## src/smc_defines.svh

```systemverilog
`ifndef SMC_DEFINES_SVH
`define SMC_DEFINES_SVH

// ------------------------------
// Bus widths
// ------------------------------

// AHB side
`define SMC_HADDR_W 32
`define SMC_HDATA_W 32

// External SRAM side, one 16-bit bank
`define SMC_EMI_DATA_W 16
`define SMC_EMI_ADDR_W 32
`define SMC_EMI_BE_W 2

// ------------------------------
// Strobe timing in hclk cycles
// ------------------------------

// Chip select lead before the strobe
`define SMC_CSLE_CYCLES 1
// Wait states, strobe is one cycle longer
`define SMC_WS_CYCLES 2
// Bus float time after the strobe
`define SMC_CSTE_CYCLES 1
// Width of each timing counter
`define SMC_CNT_W 4

`endif

```

## src/smc_pkg.sv

```systemverilog
package smc_pkg;

  // ------------------------------
  // Sequencer states
  // ------------------------------

  typedef enum logic [1:0] {
    IDLE   = 2'b00,  // No external access
    CSLE   = 2'b01,  // Chip select leading edge
    STROBE = 2'b10,  // Read or write strobe active
    CSTE   = 2'b11   // Chip select trailing edge
  } smc_state_t;

  // ------------------------------
  // AHB transfer size
  // ------------------------------

  // Encoded as the low bits of hsize
  typedef enum logic [1:0] {
    SIZE_BYTE = 2'b00,  // 8 bit
    SIZE_HALF = 2'b01,  // 16 bit
    SIZE_WORD = 2'b10   // 32 bit, two EMI accesses
  } smc_size_t;

endpackage

```

## src/smc_ahb_if.sv

```systemverilog
`timescale 1ns/1ps
`include "smc_defines.svh"

module smc_ahb_if import smc_pkg::*; (
  input  logic                    hclk,
  input  logic                    arst_n,
  input  logic                    hsel,        // Slave select
  input  logic                    hready,      // Muxed bus ready
  input  logic                    hwrite,
  input  logic [1:0]              htrans,
  input  logic [2:0]              hsize,
  input  logic [`SMC_HADDR_W-1:0] haddr,
  input  logic [`SMC_HDATA_W-1:0] hwdata,
  input  logic [`SMC_HDATA_W-1:0] read_data,   // Assembled by the MAC
  input  logic                    mac_done,    // Last cycle of last access
  output logic                    new_access,  // One cycle in the data phase
  output logic [`SMC_HADDR_W-1:0] addr,
  output smc_size_t               xfer_size,
  output logic                    n_read,      // Low for a read
  output logic [`SMC_HDATA_W-1:0] write_data,
  output logic [`SMC_HDATA_W-1:0] smc_hrdata,
  output logic                    smc_hready
);

  logic      addr_phase;  // Valid transfer seen on the bus
  smc_size_t size_dec;    // hsize folded to three sizes

  // NONSEQ or SEQ while the bus is ready
  assign addr_phase = hsel & htrans[1] & hready;

  // Sizes above a word are treated as a word
  always_comb begin
    if (hsize[2] | hsize[1]) begin
      size_dec = SIZE_WORD;
    end else if (hsize[0]) begin
      size_dec = SIZE_HALF;
    end else begin
      size_dec = SIZE_BYTE;
    end
  end

  // ------------------------------
  // Transfer attributes and stall
  // ------------------------------

  always_ff @(posedge hclk or negedge arst_n) begin
    if (!arst_n) begin
      new_access <= 1'b0;
      xfer_size  <= SIZE_BYTE;
      n_read     <= 1'b1;
      smc_hready <= 1'b1;  // Ready when idle
    end else begin
      new_access <= addr_phase;  // Data phase follows next cycle
      if (addr_phase) begin
        xfer_size <= size_dec;
        n_read    <= hwrite;
      end
      // Stall the data phase until the MAC has finished
      if (addr_phase) begin
        smc_hready <= 1'b0;
      end else if (mac_done) begin
        smc_hready <= 1'b1;
      end
    end
  end

  // ------------------------------
  // Address and data registers
  // ------------------------------

  always_ff @(posedge hclk) begin
    if (addr_phase) begin
      addr <= haddr;
    end
    // hwdata is valid in the first data phase cycle
    if (new_access && n_read) begin
      write_data <= hwdata;
    end
    // Read data shows up together with hready
    if (mac_done && !n_read) begin
      smc_hrdata <= read_data;
    end
  end

endmodule

```

## src/smc_timing.sv

```systemverilog
`timescale 1ns/1ps
`include "smc_defines.svh"

module smc_timing import smc_pkg::*; (
  input  logic       hclk,
  input  logic       arst_n,
  input  logic       new_access,   // First access of a transfer
  input  logic       more_access,  // Second half of a word
  output smc_state_t state,
  output logic       access_done,  // Last CSTE cycle
  output logic       sample_data   // Last strobe cycle
);

  // Counter reload values, each counts down to zero
  localparam logic [`SMC_CNT_W-1:0] CSLE_LOAD = `SMC_CNT_W'(`SMC_CSLE_CYCLES - 1);
  localparam logic [`SMC_CNT_W-1:0] WS_LOAD   = `SMC_CNT_W'(`SMC_WS_CYCLES);
  localparam logic [`SMC_CNT_W-1:0] CSTE_LOAD = `SMC_CNT_W'(`SMC_CSTE_CYCLES - 1);

  smc_state_t            next_state;
  logic [`SMC_CNT_W-1:0] csle_cnt;   // Leading edge
  logic [`SMC_CNT_W-1:0] ws_cnt;     // Wait states
  logic [`SMC_CNT_W-1:0] cste_cnt;   // Trailing edge
  logic                  start;
  logic                  csle_last;
  logic                  ws_last;
  logic                  cste_last;

  assign start     = new_access | more_access;
  assign csle_last = (csle_cnt == '0);
  assign ws_last   = (ws_cnt == '0);
  assign cste_last = (cste_cnt == '0);

  assign sample_data = (state == STROBE) & ws_last;
  assign access_done = (state == CSTE) & cste_last;

  // ------------------------------
  // Sequencer FSM
  // ------------------------------

  always_comb begin
    next_state = state;
    case (state)
      IDLE:    if (start)     next_state = CSLE;
      CSLE:    if (csle_last) next_state = STROBE;
      STROBE:  if (ws_last)   next_state = CSTE;
      CSTE:    if (cste_last) next_state = IDLE;
      default: next_state = IDLE;
    endcase
  end

  always_ff @(posedge hclk or negedge arst_n) begin
    if (!arst_n) begin
      state <= IDLE;
    end else begin
      state <= next_state;
    end
  end

  // ------------------------------
  // Phase counters
  // ------------------------------

  always_ff @(posedge hclk or negedge arst_n) begin
    if (!arst_n) begin
      csle_cnt <= '0;
      ws_cnt   <= '0;
      cste_cnt <= '0;
    end else if (state == IDLE) begin
      if (start) begin  // Fresh timing for every access
        csle_cnt <= CSLE_LOAD;
        ws_cnt   <= WS_LOAD;
        cste_cnt <= CSTE_LOAD;
      end
    end else begin
      // Only the counter of the current phase moves
      if (state == CSLE && !csle_last) csle_cnt <= csle_cnt - 1'b1;
      if (state == STROBE && !ws_last) ws_cnt <= ws_cnt - 1'b1;
      if (state == CSTE && !cste_last) cste_cnt <= cste_cnt - 1'b1;
    end
  end

endmodule

```

## src/smc_mac.sv

```systemverilog
`timescale 1ns/1ps
`include "smc_defines.svh"

module smc_mac import smc_pkg::*; (
  input  logic                      hclk,
  input  logic                      arst_n,
  input  logic                      new_access,
  input  logic [`SMC_HADDR_W-1:0]   addr,
  input  smc_size_t                 xfer_size,
  input  logic [`SMC_HDATA_W-1:0]   write_data,
  input  logic                      access_done,
  input  logic                      sample_data,
  input  logic [`SMC_EMI_DATA_W-1:0] data_smc,     // From the SRAM
  output logic                      more_access,  // Starts the second access
  output logic                      mac_done,
  output logic [`SMC_EMI_ADDR_W-1:0] emi_addr,
  output logic [`SMC_EMI_BE_W-1:0]   emi_lanes,    // Active high
  output logic [`SMC_EMI_DATA_W-1:0] emi_wdata,
  output logic [`SMC_HDATA_W-1:0]   read_data
);

  localparam int HW = `SMC_EMI_DATA_W;

  logic second;       // Access count, set for the upper half of a word
  logic is_word;
  logic hi_half;      // Upper AHB halfword in use
  logic last_access;

  assign is_word     = (xfer_size == SIZE_WORD);
  assign hi_half     = is_word ? second : addr[1];
  assign last_access = ~is_word | second;
  assign mac_done    = access_done & last_access;

  // ------------------------------
  // Access counting
  // ------------------------------

  always_ff @(posedge hclk or negedge arst_n) begin
    if (!arst_n) begin
      second      <= 1'b0;
      more_access <= 1'b0;
    end else begin
      more_access <= access_done & ~last_access;  // One IDLE cycle between halves
      if (new_access) begin
        second <= 1'b0;
      end else if (access_done && !last_access) begin
        second <= 1'b1;
      end
    end
  end

  // ------------------------------
  // Address, lanes and write data
  // ------------------------------

  // Halfword aligned, bit 0 lives in the lanes
  assign emi_addr  = {addr[`SMC_HADDR_W-1:2], hi_half, 1'b0};
  assign emi_wdata = hi_half ? write_data[2*HW-1:HW] : write_data[HW-1:0];

  always_comb begin
    case (xfer_size)
      SIZE_BYTE: emi_lanes = addr[0] ? 2'b10 : 2'b01;
      default:   emi_lanes = 2'b11;  // Halfword or word half
    endcase
  end

  // Read halfword lands in the AHB lane it came from
  always_ff @(posedge hclk) begin
    if (sample_data) begin
      if (hi_half) begin
        read_data[2*HW-1:HW] <= data_smc;
      end else begin
        read_data[HW-1:0] <= data_smc;
      end
    end
  end

endmodule

```

## src/smc_strobe.sv

```systemverilog
`timescale 1ns/1ps
`include "smc_defines.svh"

module smc_strobe import smc_pkg::*; (
  input  logic                       hclk,
  input  logic                       arst_n,
  input  smc_state_t                 state,
  input  logic                       n_read,
  input  logic [`SMC_EMI_ADDR_W-1:0] emi_addr,
  input  logic [`SMC_EMI_BE_W-1:0]   emi_lanes,
  input  logic [`SMC_EMI_DATA_W-1:0] emi_wdata,
  output logic [`SMC_EMI_ADDR_W-1:0] smc_addr,
  output logic [`SMC_EMI_DATA_W-1:0] smc_data,
  output logic [`SMC_EMI_BE_W-1:0]   smc_n_be,
  output logic                       smc_n_cs,
  output logic                       smc_n_rd,
  output logic                       smc_n_wr,
  output logic [`SMC_EMI_BE_W-1:0]   smc_n_we,
  output logic                       smc_n_ext_oe,
  output logic                       smc_busy
);

  logic cs_on;      // Any phase of an access
  logic strobe_on;
  logic wr_strobe;

  assign cs_on     = (state != IDLE);
  assign strobe_on = (state == STROBE);
  assign wr_strobe = strobe_on & n_read;

  // ------------------------------
  // Registered pins
  // ------------------------------

  always_ff @(posedge hclk or negedge arst_n) begin
    if (!arst_n) begin
      smc_n_cs     <= 1'b1;
      smc_n_rd     <= 1'b1;
      smc_n_wr     <= 1'b1;
      smc_n_we     <= '1;
      smc_n_be     <= '1;
      smc_n_ext_oe <= 1'b1;
      smc_busy     <= 1'b0;
    end else begin
      smc_n_cs     <= ~cs_on;
      smc_n_rd     <= ~(strobe_on & ~n_read);
      smc_n_wr     <= ~wr_strobe;
      smc_n_we     <= wr_strobe ? ~emi_lanes : '1;  // Per lane write strobe
      smc_n_be     <= cs_on ? ~emi_lanes : '1;
      smc_n_ext_oe <= ~(cs_on & n_read);            // Drive data through CS on writes
      smc_busy     <= cs_on;
    end
  end

  always_ff @(posedge hclk) begin
    smc_addr <= emi_addr;
    smc_data <= emi_wdata;
  end

endmodule

```

## src/smc_lite.sv

```systemverilog
`timescale 1ns/1ps
`include "smc_defines.svh"

module smc_lite import smc_pkg::*; (
  input  logic                       hclk,
  input  logic                       arst_n,
  input  logic                       hsel,
  input  logic                       hready,
  input  logic                       hwrite,
  input  logic [1:0]                 htrans,
  input  logic [2:0]                 hsize,
  input  logic [`SMC_HADDR_W-1:0]    haddr,
  input  logic [`SMC_HDATA_W-1:0]    hwdata,
  input  logic [`SMC_EMI_DATA_W-1:0] data_smc,
  output logic [`SMC_HDATA_W-1:0]    smc_hrdata,
  output logic                       smc_hready,
  output logic [`SMC_EMI_ADDR_W-1:0] smc_addr,
  output logic [`SMC_EMI_DATA_W-1:0] smc_data,
  output logic [`SMC_EMI_BE_W-1:0]   smc_n_be,
  output logic                       smc_n_cs,
  output logic                       smc_n_rd,
  output logic                       smc_n_wr,
  output logic [`SMC_EMI_BE_W-1:0]   smc_n_we,
  output logic                       smc_n_ext_oe,
  output logic                       smc_busy
);

  // Bus front end
  logic                       new_access;
  logic [`SMC_HADDR_W-1:0]    addr;
  smc_size_t                  xfer_size;
  logic                       n_read;
  logic [`SMC_HDATA_W-1:0]    write_data;
  // Sequencer
  smc_state_t                 state;
  logic                       access_done;
  logic                       sample_data;
  // Access splitter
  logic                       more_access;
  logic                       mac_done;
  logic [`SMC_EMI_ADDR_W-1:0] emi_addr;
  logic [`SMC_EMI_BE_W-1:0]   emi_lanes;
  logic [`SMC_EMI_DATA_W-1:0] emi_wdata;
  logic [`SMC_HDATA_W-1:0]    read_data;

  smc_ahb_if u_ahb_if (
    .hclk       (hclk),
    .arst_n     (arst_n),
    .hsel       (hsel),
    .hready     (hready),
    .hwrite     (hwrite),
    .htrans     (htrans),
    .hsize      (hsize),
    .haddr      (haddr),
    .hwdata     (hwdata),
    .read_data  (read_data),
    .mac_done   (mac_done),
    .new_access (new_access),
    .addr       (addr),
    .xfer_size  (xfer_size),
    .n_read     (n_read),
    .write_data (write_data),
    .smc_hrdata (smc_hrdata),
    .smc_hready (smc_hready)
  );

  smc_timing u_timing (
    .hclk        (hclk),
    .arst_n      (arst_n),
    .new_access  (new_access),
    .more_access (more_access),
    .state       (state),
    .access_done (access_done),
    .sample_data (sample_data)
  );

  smc_mac u_mac (
    .hclk        (hclk),
    .arst_n      (arst_n),
    .new_access  (new_access),
    .addr        (addr),
    .xfer_size   (xfer_size),
    .write_data  (write_data),
    .access_done (access_done),
    .sample_data (sample_data),
    .data_smc    (data_smc),
    .more_access (more_access),
    .mac_done    (mac_done),
    .emi_addr    (emi_addr),
    .emi_lanes   (emi_lanes),
    .emi_wdata   (emi_wdata),
    .read_data   (read_data)
  );

  smc_strobe u_strobe (
    .hclk         (hclk),
    .arst_n       (arst_n),
    .state        (state),
    .n_read       (n_read),
    .emi_addr     (emi_addr),
    .emi_lanes    (emi_lanes),
    .emi_wdata    (emi_wdata),
    .smc_addr     (smc_addr),
    .smc_data     (smc_data),
    .smc_n_be     (smc_n_be),
    .smc_n_cs     (smc_n_cs),
    .smc_n_rd     (smc_n_rd),
    .smc_n_wr     (smc_n_wr),
    .smc_n_we     (smc_n_we),
    .smc_n_ext_oe (smc_n_ext_oe),
    .smc_busy     (smc_busy)
  );

endmodule

```

## config.mk

```make
export PLATFORM = sky130hd
export DESIGN_NAME = smc_lite
export DESIGN_NICKNAME = d
export VERILOG_FILES = /design/src/smc_pkg.sv /design/src/smc_ahb_if.sv /design/src/smc_timing.sv /design/src/smc_mac.sv /design/src/smc_strobe.sv /design/src/smc_lite.sv
export VERILOG_INCLUDE_DIRS = /design/src
export SDC_FILE = /design/constraint.sdc
export NUM_CORES = 1
export LEC_CHECK = 0
export ABC_AREA = 1
export BUFFER_PORTS_ARGS = -buffer_cell sky130_fd_sc_hd__buf_2
export CELL_PAD_IN_SITES_DETAIL_PLACEMENT = 2
export CELL_PAD_IN_SITES_GLOBAL_PLACEMENT = 2
export CORE_MARGIN = 2
export CORE_UTILIZATION = 32
export CTS_CLUSTER_DIAMETER = 200
export DETAILED_ROUTE_END_ITERATION = 8
export PLACE_DENSITY = 0.71
export SYNTH_ARGS = -nofsm -noshare
export SYNTH_HDL_FRONTEND = slang
export SYNTH_SLANG_ARGS = --single-unit
```

## constraint.sdc

```tcl
create_clock -name hclk -period 2.6 [get_ports hclk]
set_clock_uncertainty 0.1 [all_clocks]
set_input_delay 0.26 -clock hclk [delete_from_list [all_inputs] [get_ports hclk]]
set_output_delay 0.26 -clock hclk [all_outputs]
set_load 0.02 [all_outputs]
```

==> results.sh, run 1 <==
export IMPL_synth_area_um2=6442
export IMPL_final_area_um2=9293
export IMPL_portBuffers=177
export IMPL_avgSynthCellArea_um2=16.78
export IMPL_place_gp_congestion=0.7583
export IMPL_coreArea_um2=19590
export IMPL_area_delta_synth_final_pct=44.24
export IMPL_grt_total_usage_pct=18.22
export IMPL_yosysWarnings=0
export IMPL_setup_tns_ns=0
export IMPL_nets=774
export IMPL_h_tree_depth=1
export IMPL_ant_nets=0
export IMPL_cp_max_fo=2
export IMPL_placedInstanceArea_um2=7666
export IMPL_ys_seq_area_share_pct=86.11
export IMPL_crit_chain="dlygate4sd3_1 > buf_2 > nor3_1 > dlygate4sd3_1 > a21oi_1 > dlygate4sd3_1"
export IMPL_leakagePower_nw=3.896
export IMPL_syn_inst=384
export IMPL_via_count=4138
export IMPL_period_share_pct=80.03
export IMPL_yosys_area_top_type="edfxtp_1"
export IMPL_cp_common_cell="dlygate4sd3_1"
export IMPL_cp_start_kind="input port"
export IMPL_synth_top_area_share_pct=59.66
export IMPL_synthTopCellsByArea="edfxtp_1 (60%), dfxtp_1 (15%), dfrtp_1 (7.8%), nand2_1 (4.6%), dfstp_2 (4.1%)"
export IMPL_n_fill_cell=1901
export IMPL_vdd_drop_max_v=0.0004256
export IMPL_cts_resized_gates=0
export IMPL_root_buffer="clkbuf_16"
export IMPL_diodes=0
export IMPL_drt_vias_per_instance=4.328
export IMPL_clkTransAtPathRegs_ns=0.05
export IMPL_worst_pin_slew_ns=0.7182
export IMPL_cts_sinks=205
export IMPL_cp_required_ns=2.89
export IMPL_fin_cells=956
export IMPL_initial_utilization_pct=32.89
export IMPL_grt_max_degree=34
export IMPL_hold_buffers=87
export IMPL_die_w_um=145.9
export IMPL_insertion_delay_ns=0.52
export IMPL_hold_viol=0
export IMPL_drt_pass1_iterations=4
export IMPL_r2r_cells=7
export IMPL_holdCritPathClass="input port to flip-flop"
export IMPL_route_detailed_drc=0
export IMPL_cts_setup_buffers=0
export IMPL_ys_ff_latch=205
export IMPL_rsz0062_at_grt="false"
export IMPL_period_minus_slack_ns=2.081
export IMPL_die_height_um=145.9
export IMPL_io_pins=180
export IMPL_slowest_stage="dlygate4sd3_1"
export IMPL_numCtsBuffers=23
export IMPL_pwr_density_cell_nw_per_um2=939.0
export IMPL_cpPeakStageDelay_ns=0.60
export IMPL_outcome="completed"
export IMPL_setup_viol_count_final=0
export IMPL_dr_first_iter_drc_count=141
export IMPL_setup_ws_ns=0.5191
export IMPL_dp_cells=827
export IMPL_crit_end="u_ahb_if.xfer_size[1]"
export IMPL_hpwlAfterDp_um=11160
export IMPL_endpoint_kind="flip-flop"
export IMPL_grt_pass1_vias=4854
export IMPL_syn_nets=484
export IMPL_ys_types=31
export IMPL_crit_arrival_ns=2.37
export IMPL_antenna_found_initial=0
export IMPL_cts_tree="built"
export IMPL_critPathKind="input port to flip-flop"
export IMPL_drive_above_1_share_pct=33.72
export IMPL_wire_per_inst_um=20.04
export IMPL_rows=51
export IMPL_grt_pass1_wl_um=29570
export IMPL_dieArea_um2=21280
export IMPL_cts_buffer_depth=3
export IMPL_r2r_start="u_timing.cste_cnt[0]"
export IMPL_fmax_ghz=0.4806
export IMPL_slew_violations=0
export IMPL_maxCapViolCount=0
export IMPL_ff2ff_setup_slack_ns=0.55
export IMPL_r2r_end="u_ahb_if.smc_hrdata[12]"
export IMPL_dp_slack_ns=0.5282
export IMPL_drt_wl_total_um=19160
export IMPL_grt_overflow=0
export IMPL_slew_headroom_pct=52.12
export IMPL_crit_start="hsize[1]"
## cell type report
type | instances | area, um2 | area share [%]
Clock buffer | 40 | 730.7 | 7.863
Clock inverter | 2 | 25.02 | 0.2693
Inverter | 26 | 102.6 | 1.104
Multi-Input combinational cell | 149 | 760.7 | 8.186
Sequential cell | 205 | 5548 | 59.70
Tap cell | 265 | 331.6 | 3.568
Timing Repair Buffer | 269 | 1794 | 19.31
## cells in the final DEF, fill, tap and decap left out, types with 9 or more instances in the layout
| cell type | instances |
|---|---|
| buf_2 | 177 |
| edfxtp_1 | 128 |
| dlygate4sd3_1 | 87 |
| nand2_1 | 79 |
| dfxtp_1 | 47 |
| inv_1 | 24 |
| clkbuf_16 | 24 |
| dfrtp_1 | 20 |
| nand3_1 | 18 |
| o21ai_0 | 10 |
| ha_1 | 10 |
| dfstp_2 | 10 |
| clkbuf_1 | 9 |
## layer usage
metal / track usage [%] / up-vias / share of wire [%]
met5: 0 / - / 0
met4: 5.392 / 0 / 2.6
met3: 4.326 / 35 / 5.5
met2: 35.42 / 147 / 56
met1: 19.37 / 2047 / 36
li1: - / 1909 / -
## registers in the layout (all words and copies together), names as in the netlist, 4 cells and up
name                 cells
u_ahb_if.addr           32
u_ahb_if.smc_hrdata     32
u_ahb_if.write_data     32
u_mac.read_data         32
u_strobe.smc_addr       31
u_strobe.smc_data       16
u_timing.csle_cnt        4
u_timing.cste_cnt        4
u_timing.ws_cnt          4
## power breakdown
part | internal, mW | switching (mW)
registers | 3.87 | 0.153
logic | 0.506 | 0.973
clock network | 1.91 | 1.32
## critical path: cells and delay by family
family / cells / cell delay, ns
simple gates: 1 / 0.26
compound gates: 1 / 0.04
buf+inv: 4 / 1.81
## logic make-up (layout without fill, tap and decap cells)
logic type | Yosys count | count (layout) | share of synthesized area, %
and+or+nand+nor | 114 | 114 | 7.438
xor gates and xnor gates | 3 | 3 | 0.4079
buffers and inverters | 30 | 337 | 2.117
adders and majority gates | 10 | 10 | 1.942
other | 1 | 1 | 0.05821
AOI/OAI and AO/OA | 21 | 21 | 1.923
DFF | 205 | 205 | 86.11
## cell usage after synthesis
| master | count |
|---|---|
| a21oi_1 | 4 |
| buf_4 | 1 |
| buf_6 | 2 |
| clkbuf_1 | 1 |
| conb_1 | 1 |
| dfrtp_1 | 20 |
| dfstp_2 | 10 |
| dfxtp_1 | 47 |
| edfxtp_1 | 128 |
| ha_1 | 10 |
| inv_1 | 24 |
| inv_2 | 1 |
| inv_6 | 1 |
| nand2_1 | 79 |
| nand2_2 | 1 |
| nand3_1 | 18 |
| nand3b_1 | 1 |
| nand4_1 | 2 |
| nor2_1 | 8 |
| nor2_2 | 1 |
| nor2_4 | 1 |
| nor3_1 | 1 |
| nor3b_1 | 1 |
| o21a_1 | 1 |
| o21ai_0 | 10 |
| o21ai_1 | 1 |
| o21ai_4 | 1 |
| o22ai_1 | 4 |
| or2_2 | 1 |
| xnor2_1 | 2 |
| xor2_1 | 1 |
## through the flow
step,total power [mW],utilization [%],hold slack (ns)
6_report,8.726,47.44,0.1778
5_1_grt,9.145,47.44,0.1768
4_1_cts,8.769,47.44,0.1520
3_5_place_dp,5.445,39.13,0.2291
3_3_place_gp,5.331,39.13,0.2245
2_1_floorplan,4.899,-,-0.1356
## worst min path at each step
stage,from,end,slack [ns],cells after the start
floorplan,arst_n,u_ahb_if.new_access,-0.14,0
global placement,u_ahb_if.addr[21],u_strobe.smc_addr[21],0.22,0
detailed placement,u_ahb_if.addr[15],u_strobe.smc_addr[15],0.23,0
CTS,htrans[1],u_ahb_if.addr[0],0.15,3
global route,htrans[1],u_ahb_if.addr[0],0.18,3
finish,htrans[1],u_ahb_if.addr[0],0.18,3
No activity file was read; power rests on OpenSTA's default activity.
==> run 2: changes to the inputs <==
--- a/config.mk
+++ b/config.mk
@@ -11,10 +11,10 @@
 export CELL_PAD_IN_SITES_DETAIL_PLACEMENT = 2
 export CELL_PAD_IN_SITES_GLOBAL_PLACEMENT = 2
 export CORE_MARGIN = 2
-export CORE_UTILIZATION = 32
+export CORE_UTILIZATION = 35
 export CTS_CLUSTER_DIAMETER = 200
 export DETAILED_ROUTE_END_ITERATION = 8
-export PLACE_DENSITY = 0.71
+export PLACE_DENSITY = 0.73
 export SYNTH_ARGS = -nofsm -noshare
 export SYNTH_HDL_FRONTEND = slang
 export SYNTH_SLANG_ARGS = --single-unit
==> constraint.sdc (replaced) <==
create_clock -name hclk -period 2.2 [get_ports hclk]
set_clock_uncertainty 0.1 [all_clocks]
set_input_delay 0.22 -clock hclk [delete_from_list [all_inputs] [get_ports hclk]]
set_output_delay 0.22 -clock hclk [all_outputs]
set_load 0.02 [all_outputs]
==> run 2 against run 1 <==
Register-to-register slack got worse by 0.40 ns. Sequential share of layout area fell by 0.080 points. Wire length is 25% higher. Non-clock buffer count up 2. Core utilization rose by 4.2 points. Sequential cell count unchanged. Highest routed layer unchanged. Clock power is 26% higher. Cell count decreased by 3.6%. Sequential power grew 19%. Combinational power up 30%. Power rose by 23%. Setup slack worse by 0.37 ns.
==> results.sh, run 2 (synthesized netlist as in run 1, its figures left out) <==
export IMPL_rows=49
export IMPL_grt_total_usage_pct=24.48
export IMPL_numCtsBuffers=23
export IMPL_slew_headroom_pct=46.83
export IMPL_cts_setup_buffers=0
export IMPL_dr_first_iter_drc_count=237
export IMPL_route_detailed_drc=0
export IMPL_rsz0062_at_grt="false"
export IMPL_highest_layer="met4"
export IMPL_h_tree_depth=1
export IMPL_cp_max_fo=16
export IMPL_initial_utilization_pct=35.74
export IMPL_hold_viol=0
export IMPL_clkTransAtPathRegs_ns=0.07
export IMPL_min_delay_start="htrans[1]"
export IMPL_vdd_drop_max_v=0.0006152
export IMPL_crit_start="u_timing.state[0]"
export IMPL_routed_wl_met2_um=12920
export IMPL_grt_max_degree=33
export IMPL_fin_util_pct=51.62
export IMPL_period_minus_slack_ns=2.053
export IMPL_fmax_ghz=0.4872
export IMPL_coreArea_um2=18020
export IMPL_worst_pin_slew_ns=0.7976
export IMPL_via_count=4374
export IMPL_diodes=0
export IMPL_root_buffer="clkbuf_16"
export IMPL_place_gp_congestion=0.7741
export IMPL_critPathKind="flip-flop to flip-flop"
export IMPL_crit_arrival_ns=2.14
export IMPL_grt_pass1_vias=5076
export IMPL_die_w_um=139.7
export IMPL_leakagePower_nw=3.917
export IMPL_pwr_density_cell_nw_per_um2=1157
export IMPL_antenna_found_initial=0
export IMPL_fin_cells=922
export IMPL_drt_met1_wl_um=9125
export IMPL_slowest_stage="dfrtp_1"
export IMPL_endpoint_kind="flip-flop"
export IMPL_cts_sinks=205
export IMPL_cpPeakStageDelay_ns=0.43
export IMPL_ant_nets=0
export IMPL_drt_pass1_iterations=6
export IMPL_setup_tns_ns=0
export IMPL_drive_above_1_share_pct=34.20
export IMPL_final_cell_mix="buf_2 (177), edfxtp_1 (128), dlygate4sd3_1 (87)"
export IMPL_layout_commonest_cell="buf_2"
export IMPL_cts_buffer_depth=3
export IMPL_grt_pass1_wl_um=34770
export IMPL_drt_wl_total_um=23990
export IMPL_die_height_um=139.7
export IMPL_nets=776
export IMPL_holdCritPathClass="input port to flip-flop"
export IMPL_drt_vias_per_instance=4.744
export IMPL_insertion_delay_ns=0.53
export IMPL_cts_tree="built"
export IMPL_r2r_start="u_timing.state[0]"
export IMPL_dp_cells=793
export IMPL_cp_required_ns=2.29
export IMPL_cp_start_kind="flip-flop"
export IMPL_grt_overflow=0
export IMPL_crit_chain="inv_1 > ha_1 > nand4_1 > nor2_2 > buf_4"
export IMPL_wire_per_inst_um=26.02
export IMPL_wl_met3_um=1270
export IMPL_hpwlAfterDp_um=12440
export IMPL_maxCapViolCount=0
export IMPL_period_share_pct=93.30
export IMPL_dieArea_um2=19510
export IMPL_area_delta_synth_final_pct=44.44
export IMPL_io_pins=180
export IMPL_outcome="completed"
export IMPL_slew_violations=0
export IMPL_setup_viol_count_final=0
export IMPL_portBuffers=177
[run 2: cell count changes in the layout (fill, tap and decap cells not counted), sizes merged]
cell and change:
clkbuf -8, bufinv +2, clkinv +4, clkinvlp +1
inv +1, buf +2
[run 2: critical path: cells and delay by family (launching register included)]
kind	cells	cell delay, ns
DFF	1	0.43
buffers and inverters	2	0.42
and+or+nand+nor	2	0.41
adders and majority gates	1	0.38
[run 2: stage by stage]
step	setup slack, ns	area [um2]	power, mW	hold slack, ns
floorplan	0.2190	6452	5.794	-0.1756
global placement	0.3649	7656	6.329	0.1975
detailed placement	0.2356	7656	6.520	0.2232
CTS	0.1557	9305	10.65	0.1100
global route	0.03959	9305	11.16	0.1612
finish	0.1475	9305	10.77	0.1512
[run 2: path summary, 6_finish.rpt]
check / depth (start not counted) / end / slack (ns)
min in group asynchronous: 2 / u_timing.csle_cnt[1] / 0.23
worst max register to register: 5 / u_mac.read_data[19] / 0.15
max in group asynchronous: 2 / u_timing.ws_cnt[1] / 1.25
worst min-delay path: 3 / u_ahb_if.new_access / 0.15
worst max-delay path: 5 / u_mac.read_data[19] / 0.15
worst min register to register: 0 / u_strobe.smc_addr[10] / 0.24
[run 2: final cells by class]
cell class | count | area, um2
multi-input combinational | 149 | 768.2
clock buffer | 32 | 660.6
timing repair buffer | 271 | 1822
clock inverter | 10 | 117.6
sequential | 205 | 5548
tap | 229 | 286.5
inverter | 26 | 102.6
fill | 1652 | 8720
[run 2: power breakdown]
part	internal (mW)	switching, mW	leakage [nW]	total, mW
clock	2.36	1.70	0.378	4.06
combinational	0.617	1.31	1.62	1.93
sequential	4.57	0.218	1.92	4.79
total	7.54	3.23	3.92	10.8
[run 2: metal layers]
layer,vias to the layer above,global-route usage [%]
li1,1920,-
met1,2229,27.62
met2,181,45.98
met3,44,5.575
met4,0,7.421
met5,-,0
[run 2: timing repair]
item	4_1_cts	5_1_grt
hold buffers	87	0
endpoints found under the hold margin	119	0
gates resized for setup	0	0
